<file path="src/hw/udma_reg_pkg.sv">
// Register-map types of the micro DMA engine, shared by the CPU register decode,
// the channels and the mover.
package udma_reg_pkg;

    typedef logic [5:0]  reg_addr_t; // cpu register address, group in 5:4 and channel in 3:2.
    typedef logic [15:0] count_t;    // remaining transfers of a channel.
    typedef logic [7:0]  mode_t;     // size in 1:0, addressing in 4:2, upper bits unused.

    // which register of a channel a configuration write targets.
    typedef enum logic [1:0] {
        FLD_SRC  = 2'd0,  // source address.
        FLD_DST  = 2'd1,  // destination address.
        FLD_CNT  = 2'd2,  // count, with the mode riding in bits 23:16.
        FLD_MODE = 2'd3   // mode alone in bits 7:0.
    } field_t;

    localparam int MODE_SIZE_LSB = 0; // item size field.
    localparam int MODE_SIZE_MSB = 1;
    localparam int MODE_AM_LSB   = 2; // addressing field.
    localparam int MODE_AM_MSB   = 4;

    localparam logic [1:0] SIZE_ILLEGAL = 2'd3; // no item size has this code.

    localparam logic [2:0] AM_DST_UP = 3'd0; // destination counts up.
    localparam logic [2:0] AM_DST_DN = 3'd1; // destination counts down.
    localparam logic [2:0] AM_SRC_UP = 3'd2; // source counts up.
    localparam logic [2:0] AM_SRC_DN = 3'd3; // source counts down.
    localparam logic [2:0] AM_FIXED  = 3'd4; // codes above this one are illegal.

endpackage

</file>
<file path="src/hw/udma_bus_pkg.sv">
// Memory-side types of the micro DMA engine: address, data and item size,
// with the helpers that turn an item size into a data mask or an address step.
package udma_bus_pkg;

    typedef logic [31:0] addr_t; // byte address on the memory port.
    typedef logic [31:0] data_t; // data word, items sit in the low lanes.

    typedef enum logic [1:0] {
        SZ_BYTE = 2'd0,
        SZ_WORD = 2'd1,
        SZ_LONG = 2'd2
    } xfer_size_t;

    // keeps only the lanes that belong to an item of the given size.
    function automatic data_t size_mask(xfer_size_t sz);
        case (sz)
            SZ_BYTE: return 32'h0000_00ff;
            SZ_WORD: return 32'h0000_ffff;
            default: return '1;
        endcase
    endfunction

    // address increment for one item, zero for the illegal code.
    function automatic addr_t size_step(xfer_size_t sz);
        case (sz)
            SZ_BYTE: return 32'd1;
            SZ_WORD: return 32'd2;
            SZ_LONG: return 32'd4;
            default: return '0;
        endcase
    endfunction

endpackage

</file>
<file path="src/hw/udma_chan_if.sv">
// One channel's link between the CPU register decode, the channel itself and
// the memory mover. The top level makes one instance per channel.
`timescale 1ns/100ps

interface udma_chan_if;
    import udma_reg_pkg::*;
    import udma_bus_pkg::*;

    logic   cfg_we;    // one-cycle write strobe from the register decode.
    field_t cfg_field; // register that the strobe targets.
    data_t  cfg_wdata; // full new value, lanes already merged.
    addr_t  src;       // current source address.
    addr_t  dst;       // current destination address.
    count_t cnt;       // transfers still to go.
    mode_t  mode;      // item size and addressing.
    logic   pend;      // a legal trigger waits for service.
    logic   grant;     // the mover is working for this channel.
    logic   fin;       // one-cycle pulse at the end of the write phase.

    modport regs (
        output cfg_we, cfg_field, cfg_wdata,
        input  src, dst, cnt, mode
    );

    modport chan (
        input  cfg_we, cfg_field, cfg_wdata, grant, fin,
        output src, dst, cnt, mode, pend
    );

    modport mover (
        input  pend, src, dst, mode,
        output grant, fin
    );

endinterface

</file>
<file path="src/hw/udma_regs.sv">
// CPU side of the micro DMA engine: decodes the register map, merges lane writes
// into the channel registers and returns a registered readback.
`timescale 1ns/100ps

module udma_regs #(
    parameter int NUM_CH = 4
) (
    input  logic                    clk,
    input  logic                    rst,
    input  logic                    cen,
    input  udma_bus_pkg::data_t     din,
    output udma_bus_pkg::data_t     dout,
    input  udma_reg_pkg::reg_addr_t addr,
    input  logic                    qs,
    input  logic                    ws,
    input  logic                    bs,
    input  logic                    we,
    input  logic                    nstinc,
    input  logic                    nstdec,
    udma_chan_if.regs               ch [NUM_CH]
);
    import udma_reg_pkg::*;
    import udma_bus_pkg::*;

    logic [1:0]  grp;          // register group from addr[5:4].
    logic [1:0]  sel;          // channel from addr[3:2].
    logic        sel_ok;       // the addressed channel exists.
    logic        wr;           // a lane write to a channel register this cycle.
    addr_t       src_a  [NUM_CH];
    addr_t       dst_a  [NUM_CH];
    count_t      cnt_a  [NUM_CH];
    mode_t       mode_a [NUM_CH];
    addr_t       cur_src;
    addr_t       cur_dst;
    count_t      cur_cnt;
    mode_t       cur_mode;
    count_t      cnt_merge;    // count with one byte lane replaced.
    field_t      field;
    data_t       wdata;
    logic [15:0] nest;         // interrupt nesting level.

    assign grp    = addr[5:4];
    assign sel    = addr[3:2];
    assign sel_ok = {1'b0, sel} < 3'(NUM_CH);  // channels above NUM_CH read as zero.
    assign wr     = cen & we & (qs | ws | bs) & (grp != 2'd3) & sel_ok;

    for (genvar i = 0; i < NUM_CH; i++) begin : g_ch
        assign src_a[i]        = ch[i].src;   // gather so that a channel can be picked by index.
        assign dst_a[i]        = ch[i].dst;
        assign cnt_a[i]        = ch[i].cnt;
        assign mode_a[i]       = ch[i].mode;
        assign ch[i].cfg_we    = wr && (sel == 2'(i)); // only the addressed channel sees the strobe.
        assign ch[i].cfg_field = field;
        assign ch[i].cfg_wdata = wdata;
    end

    always_comb begin
        cur_src  = '0;
        cur_dst  = '0;
        cur_cnt  = '0;
        cur_mode = '0;
        if (sel_ok) begin
            cur_src  = src_a[sel];
            cur_dst  = dst_a[sel];
            cur_cnt  = cnt_a[sel];
            cur_mode = mode_a[sel];
        end
    end

    // lanes not strobed keep the value that the channel holds now.
    always_comb begin
        field     = grp[0] ? FLD_DST : FLD_SRC;
        wdata     = grp[0] ? cur_dst : cur_src;
        cnt_merge = cur_cnt;
        cnt_merge[{addr[0], 3'd0} +: 8] = din[7:0]; // byte lane of the count.
        if (grp[1]) begin
            if (qs) begin
                field = FLD_CNT;                    // mode lands over the count.
                wdata = {8'd0, din[23:0]};
            end else if (addr[1]) begin
                field = FLD_MODE;                   // word and byte both reach the mode alone.
                wdata = {24'd0, din[7:0]};
            end else begin
                field = FLD_CNT;
                wdata = {8'd0, cur_mode, ws ? din[15:0] : cnt_merge};
            end
        end else if (qs) begin
            wdata = din;
        end else if (ws) begin
            wdata[{addr[1], 4'd0} +: 16] = din[15:0];
        end else begin
            wdata[{addr[1:0], 3'd0} +: 8] = din[7:0];
        end
    end

    always_ff @(posedge clk or posedge rst) begin
        if (rst) begin
            dout <= '0;
        end else if (cen) begin
            case (grp)
                2'd0: dout <= cur_src;
                2'd1: dout <= cur_dst;
                2'd2: dout <= addr[1] ? {24'd0, cur_mode} : {8'd0, cur_mode, cur_cnt};
                default: dout <= {16'd0, nest};
            endcase
        end
    end

    always_ff @(posedge clk or posedge rst) begin
        if (rst) begin
            nest <= '0;
        end else if (cen) begin
            nest <= nest + 16'(nstinc) - 16'(nstdec); // both at once leave it unchanged.
        end
    end

    // the lane strobes come from the CPU and must not overlap.
    a_one_lane: assert property (@(posedge clk) disable iff (rst)
        (cen && we) |-> $onehot0({qs, ws, bs}));

endmodule

</file>
<file path="src/hw/udma_channel.sv">
// One DMA channel: holds its address, count and mode registers, latches triggers
// and steps its state after each transfer that the mover completes.
`timescale 1ns/100ps

module udma_channel (
    input  logic      clk,
    input  logic      rst,
    input  logic      trig,
    output logic      done,
    udma_chan_if.chan bus
);
    import udma_reg_pkg::*;
    import udma_bus_pkg::*;

    addr_t      src;
    addr_t      dst;
    count_t     cnt;
    mode_t      mode;
    logic       pend;
    logic       last;      // the transfer just finished emptied the count.
    logic [1:0] size_code;
    logic [2:0] am;        // addressing code.
    logic       legal;
    addr_t      step;
    count_t     cnt_after; // count as it will be after this edge.
    logic       trig_ok;

    assign bus.src  = src;
    assign bus.dst  = dst;
    assign bus.cnt  = cnt;
    assign bus.mode = mode;
    assign bus.pend = pend;

    assign size_code = mode[MODE_SIZE_MSB:MODE_SIZE_LSB];
    assign am        = mode[MODE_AM_MSB:MODE_AM_LSB];
    assign legal     = (size_code != SIZE_ILLEGAL) && (am <= AM_FIXED);
    assign step      = size_step(xfer_size_t'(size_code)); // 1, 2 or 4 bytes.
    assign cnt_after = (bus.fin && cnt != '0) ? cnt - 16'd1 : cnt;
    assign trig_ok   = trig && legal && (cnt_after != '0); // other triggers are dropped.

    always_ff @(posedge clk or posedge rst) begin
        if (rst) begin
            src  <= '0;
            dst  <= '0;
            cnt  <= '0;
            mode <= '0;
            pend <= 1'b0;
            last <= 1'b0;
            done <= 1'b0;
        end else begin
            pend <= trig_ok || (pend && !bus.fin); // a repeated trigger merges into pend.
            last <= bus.fin && (cnt == 16'd1);
            done <= last;                          // one cycle after the count hits zero.
            if (bus.cfg_we) begin
                case (bus.cfg_field)
                    FLD_SRC: src <= bus.cfg_wdata;
                    FLD_DST: dst <= bus.cfg_wdata;
                    FLD_CNT: begin
                        cnt  <= bus.cfg_wdata[15:0];
                        mode <= bus.cfg_wdata[23:16]; // quad writes set both at once.
                    end
                    default: mode <= bus.cfg_wdata[7:0];
                endcase
            end
            if (bus.fin) begin
                cnt <= cnt_after; // the end of a transfer overrides a write in the same cycle.
                case (am)
                    AM_DST_UP: dst <= dst + step;
                    AM_DST_DN: dst <= dst - step;
                    AM_SRC_UP: src <= src + step;
                    AM_SRC_DN: src <= src - step;
                    default: ;    // fixed addressing moves nothing.
                endcase
            end
        end
    end

    // the mover may only finish a transfer that it granted to a pending channel.
    a_fin_pend: assert property (@(posedge clk) disable iff (rst)
        bus.fin |-> (pend && bus.grant));

endmodule

</file>
<file path="src/hw/udma_mover.sv">
// Memory sequencer of the micro DMA engine: grants the lowest pending channel and
// moves one item with a read then a write, both on a four-phase req/ack handshake.
`timescale 1ns/100ps

module udma_mover #(
    parameter int NUM_CH = 4
) (
    input  logic                     clk,
    input  logic                     rst,
    udma_chan_if.mover               ch [NUM_CH],
    output logic                     mem_req,
    output logic                     mem_we,
    output udma_bus_pkg::addr_t      mem_addr,
    output udma_bus_pkg::xfer_size_t mem_size,
    output udma_bus_pkg::data_t      mem_wdata,
    input  logic                     mem_ack,
    input  udma_bus_pkg::data_t      mem_rdata
);
    import udma_reg_pkg::*;
    import udma_bus_pkg::*;

    typedef enum logic [2:0] {
        S_IDLE,
        S_RD_REQ,
        S_RD_REL,
        S_WR_REQ,
        S_WR_REL,
        S_FIN
    } state_t;

    state_t            state;
    logic [NUM_CH-1:0] pend_v;
    addr_t             src_a  [NUM_CH];
    addr_t             dst_a  [NUM_CH];
    mode_t             mode_a [NUM_CH];
    logic [NUM_CH-1:0] grant_q;
    logic [1:0]        gsel;    // index of the granted channel.
    logic [1:0]        pick;    // lowest pending channel.
    logic              any;
    logic              start;

    for (genvar i = 0; i < NUM_CH; i++) begin : g_ch
        assign pend_v[i]   = ch[i].pend;
        assign src_a[i]    = ch[i].src;
        assign dst_a[i]    = ch[i].dst;
        assign mode_a[i]   = ch[i].mode;
        assign ch[i].grant = grant_q[i];
        assign ch[i].fin   = grant_q[i] && (state == S_FIN);
    end

    // fixed priority, the loop runs downwards so that channel 0 wins.
    always_comb begin
        any  = 1'b0;
        pick = '0;
        for (int i = NUM_CH - 1; i >= 0; i--) begin
            if (pend_v[i]) begin
                any  = 1'b1;
                pick = 2'(i);
            end
        end
    end

    assign start = (state == S_IDLE) && any;

    always_ff @(posedge clk or posedge rst) begin
        if (rst) begin
            state   <= S_IDLE;
            grant_q <= '0;
            gsel    <= '0;
            mem_req <= 1'b0;
            mem_we  <= 1'b0;
        end else begin
            case (state)
                S_IDLE: if (any) begin
                    gsel    <= pick;
                    grant_q <= NUM_CH'(1) << pick;
                    mem_req <= 1'b1; // read request goes out with the source address.
                    mem_we  <= 1'b0;
                    state   <= S_RD_REQ;
                end
                S_RD_REQ: if (mem_ack) begin
                    mem_req <= 1'b0;
                    state   <= S_RD_REL;
                end
                S_RD_REL: if (!mem_ack) begin
                    mem_req <= 1'b1; // ack is low again, the write may start.
                    mem_we  <= 1'b1;
                    state   <= S_WR_REQ;
                end
                S_WR_REQ: if (mem_ack) begin
                    mem_req <= 1'b0;
                    state   <= S_WR_REL;
                end
                S_WR_REL: if (!mem_ack) begin
                    state <= S_FIN;
                end
                S_FIN: begin
                    grant_q <= '0; // fin reaches the channel during this cycle.
                    mem_we  <= 1'b0;
                    state   <= S_IDLE;
                end
                default: state <= S_IDLE;
            endcase
        end
    end

    always_ff @(posedge clk) begin
        if (start) begin
            mem_addr <= src_a[pick];
            mem_size <= xfer_size_t'(mode_a[pick][MODE_SIZE_MSB:MODE_SIZE_LSB]);
        end
        if (state == S_RD_REQ && mem_ack) begin
            mem_wdata <= mem_rdata & size_mask(mem_size); // read data is valid while ack is high.
        end
        if (state == S_RD_REL && !mem_ack) begin
            mem_addr <= dst_a[gsel];
        end
    end

    // the grant sits on one pending channel for a whole transfer and is clear when idle.
    a_grant_onehot: assert property (@(posedge clk) disable iff (rst)
        (state == S_IDLE) ? (grant_q == '0)
                          : ($onehot(grant_q) && ((grant_q & ~pend_v) == '0)));

    // a request and its address are held until the responder has seen it.
    a_req_hold: assert property (@(posedge clk) disable iff (rst)
        (mem_req && !mem_ack) |=> (mem_req && $stable(mem_addr)));

endmodule

</file>
<file path="src/hw/udma_top.sv">
// Top level of the micro DMA engine: CPU register port, per-channel triggers and
// done pulses, and the four-phase memory port, all as plain ports.
`timescale 1ns/100ps

module udma_top #(
    parameter int NUM_CH = 4 // 1 to 4, the register map decodes two channel bits.
) (
    input  logic                     clk,
    input  logic                     rst,
    input  logic                     cen,
    input  udma_bus_pkg::data_t      din,
    output udma_bus_pkg::data_t      dout,
    input  udma_reg_pkg::reg_addr_t  addr,
    input  logic                     qs,
    input  logic                     ws,
    input  logic                     bs,
    input  logic                     we,
    input  logic                     nstinc,
    input  logic                     nstdec,
    input  logic [NUM_CH-1:0]        dma_trig,
    output logic [NUM_CH-1:0]        dma_done,
    output logic                     mem_req,
    output logic                     mem_we,
    output udma_bus_pkg::addr_t      mem_addr,
    output udma_bus_pkg::xfer_size_t mem_size,
    output udma_bus_pkg::data_t      mem_wdata,
    input  logic                     mem_ack,
    input  udma_bus_pkg::data_t      mem_rdata
);

    udma_chan_if u_chan_if [NUM_CH] (); // one link per channel.

    udma_regs #(
        .NUM_CH (NUM_CH)
    ) u_regs (
        .clk    (clk),
        .rst    (rst),
        .cen    (cen),
        .din    (din),
        .dout   (dout),
        .addr   (addr),
        .qs     (qs),
        .ws     (ws),
        .bs     (bs),
        .we     (we),
        .nstinc (nstinc),
        .nstdec (nstdec),
        .ch     (u_chan_if)
    );

    for (genvar i = 0; i < NUM_CH; i++) begin : g_ch
        udma_channel u_channel (
            .clk  (clk),
            .rst  (rst),
            .trig (dma_trig[i]),
            .done (dma_done[i]),
            .bus  (u_chan_if[i])
        );
    end

    udma_mover #(
        .NUM_CH (NUM_CH)
    ) u_mover (
        .clk       (clk),
        .rst       (rst),
        .ch        (u_chan_if),
        .mem_req   (mem_req),
        .mem_we    (mem_we),
        .mem_addr  (mem_addr),
        .mem_size  (mem_size),
        .mem_wdata (mem_wdata),
        .mem_ack   (mem_ack),
        .mem_rdata (mem_rdata)
    );

endmodule

</file>
<file path="config.mk">
export PLATFORM = sky130hd
export DESIGN_NAME = udma_top
export DESIGN_NICKNAME = d
export VERILOG_FILES = /design/src/hw/udma_reg_pkg.sv /design/src/hw/udma_bus_pkg.sv /design/src/hw/udma_chan_if.sv /design/src/hw/udma_regs.sv /design/src/hw/udma_channel.sv /design/src/hw/udma_mover.sv /design/src/hw/udma_top.sv
export SDC_FILE = /design/constraint.sdc
export NUM_CORES = 2
export LEC_CHECK = 0
export BUFFER_PORTS_ARGS = -buffer_cell sky130_fd_sc_hd__buf_2
export CAP_MARGIN = 25
export CORE_MARGIN = 3
export CORE_UTILIZATION = 25
export CTS_CLUSTER_DIAMETER = 120
export CTS_CLUSTER_SIZE = 24
export DETAILED_ROUTE_END_ITERATION = 12
export PLACE_DENSITY = 0.46
export SYNTH_ARGS = -nofsm -noshare
export SYNTH_HDL_FRONTEND = slang
export SYNTH_SLANG_ARGS = --single-unit
</file>
<file path="constraint.sdc">
create_clock -name clk -period 15.8 [get_ports clk]
set_clock_uncertainty 0.05 [all_clocks]
set_input_delay 1.58 -clock clk [delete_from_list [all_inputs] [get_ports clk]]
set_output_delay 1.58 -clock clk [all_outputs]
set_load 0.1 [all_outputs]
</file>
Word level (Yosys, flattened, before mapping)
Index checks and enable logic that the tools add are counted.
{ "word_totals": {"register_bits": 489, "out_inout_bits": 104} }
{ "op_classes": {"n_addsub": 25, "magnitude_cmp": 7, "eq_ne": 48, "shifts": 7, "n_mux": 113, "bitwise": 10, "reduce_logical": 92} }
{ "op_table": {"columns": ["op", "count"], "rows": [
  ["32-bit 2-to-1 mux", 40],
  ["32-bit case mux with 2 select lines", 9],
  ["32-bit by 3-bit adder with 32-bit output", 8],
  ["32-bit binary-select mux with 2-bit select", 4],
  ["16-bit 2-to-1 mux", 16],
  ["32-bit by 3-bit subtractor with 32-bit output", 8],
  ["16-bit nonzero test", 8],
  ["32-bit case mux with 3 select lines", 1],
  ["32-bit bitwise mux", 2],
  ["16-bit by 1-bit == test with 1-bit output (second input constant)", 4],
  ["16-bit by 1-bit subtractor with 16-bit output (second input constant)", 4],
  ["24-bit 2-to-1 mux", 2],
  ["3-bit case mux with 3 select lines", 4],
  ["1-bit logical AND", 35],
  ["32-bit bitwise AND", 1],
  ["16-bit binary-select mux with 2-bit select", 1],
  ["8-bit binary-select mux with 2-bit select", 2],
  ["16-bit by 7-bit variable shift with 32-bit output (first input constant)", 1],
  ["8-bit by 7-bit variable shift with 32-bit output (first input constant)", 1],
  ["16-bit by 7-bit indexed part select with 32-bit output", 1],
  ["8-bit by 7-bit indexed part select with 32-bit output", 1],
  ["3-bit by 2-bit == test with 1-bit output (second input constant)", 10],
  ["2-bit AND reduction", 10],
  ["2-bit nonzero test", 10],
  ["38 further kinds", 119]
]} }

Logic depth before layout (Yosys ltp)
{ "depth": {"depth_word": 13, "mapped_depth": 17, "ltp_nobuf": 17} }

Cells and area by module
A second synthesis with hierarchy kept.
{ "unflattened": {"hier_cells": 4883, "hier_area_um2": 43985.9} }
{ "modules_own_cells": {"columns": ["mod", "instances", "cells_per_inst", "area_per_inst_um2", "seq_area_each_um2"], "rows": [
  ["udma_channel (g_ch[1].u_channel ...)", 2, 919, 7935.1, 2277.2],
  ["udma_channel (g_ch[3].u_channel)", 1, 924, 7916.3, 2277.2],
  ["udma_channel (g_ch[0].u_channel)", 1, 896, 7816.2, 2277.2],
  ["udma_regs", 1, 856, 7543.5, 1201.2],
  ["udma_mover", 1, 369, 4839.6, 2257.2]
]} }

Least setup slack after synthesis
No wires, ideal clock.
{ "synth_path": {"path_kind": "flip-flop to flip-flop", "from": "reg g_ch[1].u_channel.mode[4]", "to": "reg g_ch[1].u_channel.dst[29]", "setup_ns": 0.136, "arrival_ns": 5.461, "t_required_ns": 15.614, "path_slack_ns": 10.153, "stages_incl_launch_ff": 16, "path_cell_list": "dfrtp_1 nand2b_1 o21ai_0 ha_1 clkbuf_1 a21o_1 a21o_1 a21o_1 a21o_1 a21o_1 a221oi_1 a21oi_1 or3_1 a21oi_1 xor2_1 o21ai_0"} }
{ "synth_via": {"elab_chain_len": 3, "word_cells_on_any_way": 4, "cone_classes": "eq/ne (1); mux (2); reduce/logical (1)"} }
{ "synth_lines": {"columns": ["item", "line", "rtl"], "rows": [
  ["start: declaration", "udma_channel.sv:18", "mode_t mode;"],
  ["start signal: assignment", "udma_channel.sv:60", "mode <= bus.cfg_wdata[23:16];"],
  ["start signal: assignment", "udma_channel.sv:62", "default: mode <= bus.cfg_wdata[7:0];"],
  ["3-bit by 1-bit == test with 1-bit output / 3-bit zero test (equally long branches)", "udma_channel.sv:67", "case (am)"],
  ["32-bit case mux with 2 select lines *", "udma_channel.sv:67", null],
  ["32-bit 2-to-1 mux *", "udma_channel.sv:65", "if (bus.fin) begin"],
  ["end signal: assignment", "udma_channel.sv:57", "FLD_DST: dst <= bus.cfg_wdata;"],
  ["end signal: assignment", "udma_channel.sv:68", "AM_DST_UP: dst <= dst + step;"],
  ["end signal: assignment", "udma_channel.sv:69", "AM_DST_DN: dst <= dst - step;"],
  ["end: declaration", "udma_channel.sv:16", "addr_t dst;"]
]} }
Every way passes the cells marked *; elsewhere a longest branch is shown, timed or not.
A chain may end at the register's enable or synchronous reset.

Worst setup path in the final report
{ "layout_path": {"from": "reg g_ch[0].u_channel.mode[3]", "to": "reg g_ch[0].u_channel.src[30]"} }
{ "layout_via": {"elab_chain_len": 3, "word_cells_on_any_way": 4, "cone_classes": "eq/ne (2); mux (2)"} }
{ "layout_lines": {"columns": ["item", "line", "rtl"], "rows": [
  ["start: declaration", "udma_channel.sv:18", null],
  ["start signal: assignment", "udma_channel.sv:60", null],
  ["start signal: assignment", "udma_channel.sv:62", null],
  ["3-bit by 2-bit == test with 1-bit output", "udma_channel.sv:67", null],
  ["32-bit case mux with 2 select lines *", "udma_channel.sv:67", null],
  ["32-bit 2-to-1 mux *", "udma_channel.sv:65", null],
  ["end signal: assignment", "udma_channel.sv:56", "FLD_SRC: src <= bus.cfg_wdata;"],
  ["end signal: assignment", "udma_channel.sv:70", "AM_SRC_UP: src <= src + step;"],
  ["end signal: assignment", "udma_channel.sv:71", "AM_SRC_DN: src <= src - step;"],
  ["end: declaration", "udma_channel.sv:15", "addr_t src;"]
]} }
Marks and branches as above.

==> flow_metrics.py <==
metrics = {
    "outcome": {
        "status": "complete, no violations",
    },
    "synth": {
        "syn-cell-area_mm2": 0.04113,
        "synth_top_flop_cell": "dfrtp_1",
        "syn_inst": 4730,
        "netlist.area_leader.share": 0.2573,
        "async_flop_share": 0.8650,
        "synth_top_area_cell": "dfrtp_1",
        "yosysWarnings": 0,
        "syn_area_per_cell_um2": 8.696,
        "ys_ff_latch": 489,
        "synth.most_common_cell": "nand2_1",
        "synth-edff-count": 66,
        "synthTopCellsByArea": "dfrtp_1 (26%), ha_1 (9.3%), mux4_2 (6.6%), nand2_1 (5.5%), edfxtp_1 (4.8%)",
        "ys_seq_area_frac": 0.3055,
        "syn_nets": 5128,
        "ys_types": 96,
        "synth_common_cells": "nand2_1 (603), dfrtp_1 (423), o21ai_0 (385)",
    },
    "detailed_routing": {
        "ant_nets": 0,
        "drc": 0,
        "drt_iter0_drc": 4195,
        "wl_mm": 179.5,
        "via_count": 38440,
        "drt_pass1_iterations": 9,
        "viasPerCell": 5.505,
        "avgRoutedWirePerCell_um": 25.71,
    },
    "clock_tree": {
        "hold_buffers": 0,
        "cts_made_buffers": 27,
        "cts.repair.resized": 0,
        "cts_sinks": 489,
        "post_cts.repair.setup_buffers": 0,
        "insertion_delay_ns": 0.67,
        "htree_levels": 1,
        "clk_pin_slew_ns": 0.11,
        "cts_tree": "done",
        "clock_path_buffers": 3,
        "root_buffer": "clkbuf_16",
    },
    "floorplan": {
        "die_w_um": 411.6,
        "die-height_um": 411.6,
        "die_area_mm2": 0.1694,
        "start_util": 0.2521,
        "core-area_mm2": 0.1631,
        "io-pin-count": 188,
        "row_count": 148,
    },
    "worst_setup_path": {
        "critPathKind": "reg2reg",
        "cp-end-kind": "flop",
        "crit_arrival_ns": 6.24,
        "critPathLaunchType": "flop",
        "required_ns": 16.27,
        "critPathMaxFanout": 26,
    },
    "timing": {
        "setup-tns-final_ns": 0,
        "hold_viol": 0,
        "drv_slew": 0,
        "slew_headroom": 0.2375,
        "rsz0062_at_grt": "no",
        "fmax_mhz": 173.3,
        "period_needed_ns": 5.771,
        "fin_crit_sh": 0.3653,
        "setup_viol": 0,
        "max_slew.worst_pin.slew_ns": 1.132,
    },
    "power_and_ir_drop": {
        "ir_worst_vdd_mv": 0.2045,
        "power_leakage_nw": 19.79,
        "power_density_mw_per_mm2": 191.0,
    },
    "global_routing": {
        "grt_usage": 0.2046,
        "grt_pass1_wl_mm": 258.9,
        "gr-total-overflow": 0,
        "grt_max_degree": 82,
        "antenna_found_initial": 12,
        "grt_pass1_vias": 36230,
    },
    "place": {
        "placed_cell_area_mm2": 0.04474,
        "io_buffers": 187,
        "place_congestion": 0.9317,
        "hpwl_mm": 133.6,
    },
    "min_path": {
        "hold_path_class": "reg2reg",
    },
    "cells_and_area": {
        "area_growth_pct": 11.12,
        "postLayoutCoreUtil": 0.2802,
        "layout-drive-gt1-share": 0.1196,
        "design_area_mm2": 0.04571,
        "layout.nets": 5179,
    },
    "flow_run": {
        "cap_viol_max_count": 0,
    },
}
## worst max-delay path, stage by stage, from the launching register on
cell,delay [ns]
dfrtp_1,0.46
nor2b_1,0.22
a21boi_0,0.70
inv_1,0.39
buf_4,0.36
ha_1,0.40
o21ai_0,0.16
nor2_1,0.09
o21ai_0,0.57
a31oi_1,0.28
a211oi_1,0.57
o31a_1,0.32
o211a_1,0.41
o21ai_0,0.13
o211ai_1,0.17
mux2i_1,0.23
a21oi_1,0.08
## stage by stage
step           hold WS (ns)  instances  power [mW]  worst slack [ns]
6_report             0.3099       6982       8.729             10.03
5_1_grt              0.3197       6975       9.298             9.689
4_1_cts              0.3121       6972       8.676             10.06
3_5_place_dp         0.2871       6924       7.738             9.879
3_3_place_gp         0.2868       6920       7.717             9.804
2_1_floorplan        0.2812       4730       6.105             2.393
## logic make-up after synthesis
| logic type | Yosys count | share of synthesized area |
|---|---|---|
| AOI/OAI and AO/OA | 1524 | 0.2358 |
| xor gates and xnor gates | 217 | 0.04654 |
| adders and majority gates | 314 | 0.09716 |
| buffers and inverters | 410 | 0.03945 |
| DFF | 489 | 0.3055 |
| muxes | 314 | 0.1139 |
| and+or+nand+nor | 1462 | 0.1616 |
## cell usage in the layout (no fill, tap or decap), types with 14 or more instances in the layout
| cell | instances |
|---|---|
| nand2_1 | 595 |
| dfrtp_1 | 422 |
| o21ai_0 | 381 |
| a21oi_1 | 377 |
| nor2_1 | 367 |
| ha_1 | 305 |
| buf_2 | 184 |
| mux2i_1 | 161 |
| inv_1 | 146 |
| a21o_1 | 135 |
| xnor2_1 | 129 |
| a31oi_1 | 121 |
| mux4_2 | 120 |
| buf_4 | 92 |
| a211oi_1 | 89 |
| nand3_1 | 88 |
| xor2_1 | 87 |
| nor3_1 | 77 |
| edfxtp_1 | 66 |
| nand2b_1 | 49 |
| nor2b_1 | 49 |
| or3_1 | 41 |
| o21a_1 | 40 |
| o31ai_1 | 35 |
| a221oi_1 | 34 |
| a222oi_1 | 34 |
| and2_1 | 33 |
| mux2_2 | 33 |
| o211ai_1 | 32 |
| o22ai_1 | 31 |
| o21bai_1 | 31 |
| and3_1 | 28 |
| clkbuf_16 | 27 |
| nand4_1 | 26 |
| a22oi_1 | 20 |
| or2_2 | 17 |
| nor4_1 | 17 |
| a21boi_0 | 17 |
| a221o_1 | 14 |
## sequential cells by signal, summed over array words and instances (netlist names), 3 cells and up
name	count
u_mover.state	3
g_ch.u_channel.bus.src	128
u_regs.dout	32
g_ch.u_channel.bus.mode	32
u_mover.mem_wdata	32
g_ch.u_channel.done	4
g_ch.u_channel.bus.dst	128
u_mover.mem_addr	32
g_ch.u_channel.bus.cnt	64
g_ch.u_channel.bus.pend	4
g_ch.u_channel.last	4
u_mover.grant_q	4
u_regs.nest	16
## metal layers
| layer | vias to the layer above | GRT usage | share of wire |
|---|---|---|---|
| met2 | 1432 | 0.3176 | 0.44 |
| met5 | - | 0 | 0.00023 |
| li1 | 17690 | - | - |
| met4 | 6 | 0.07253 | 0.039 |
| met1 | 19080 | 0.2850 | 0.44 |
| met3 | 238 | 0.03420 | 0.075 |
## area by class of cell
type,count,area [um^2]
Antenna cell,7,17.52
Clock inverter,11,146.4
Timing Repair Buffer,283,1775
Sequential cell,489,12570
Multi-Input combinational cell,3831,27170
Tap cell,2175,2721
Inverter,149,566.8
Fill cell,17320,117400
Clock buffer,37,743.2
## power by group
part           leakage (nW)  switching (mW)  internal (mW)
clock network         0.435           0.531          0.376
registers              5.48           0.558           1.70
logic                  13.9            3.54           2.02
## worst paths after layout
path                                                    start                            end  slack, ns  cells after the start
min in group asynchronous                                 rst  g_ch[1].u_channel.bus.dst[31]       0.95                      2
worst max-delay path            g_ch[0].u_channel.bus.mode[3]  g_ch[0].u_channel.bus.src[30]      10.03                     16
worst max register to register  g_ch[0].u_channel.bus.mode[3]  g_ch[0].u_channel.bus.src[30]      10.03                     16
worst min-delay path                   g_ch[2].u_channel.last         g_ch[2].u_channel.done       0.31                      0
max in group asynchronous                                 rst   g_ch[0].u_channel.bus.dst[5]      12.48                      4
worst min register to register         g_ch[2].u_channel.last         g_ch[2].u_channel.done       0.31                      0
Note: power is estimated with default switching activity, not from simulation.
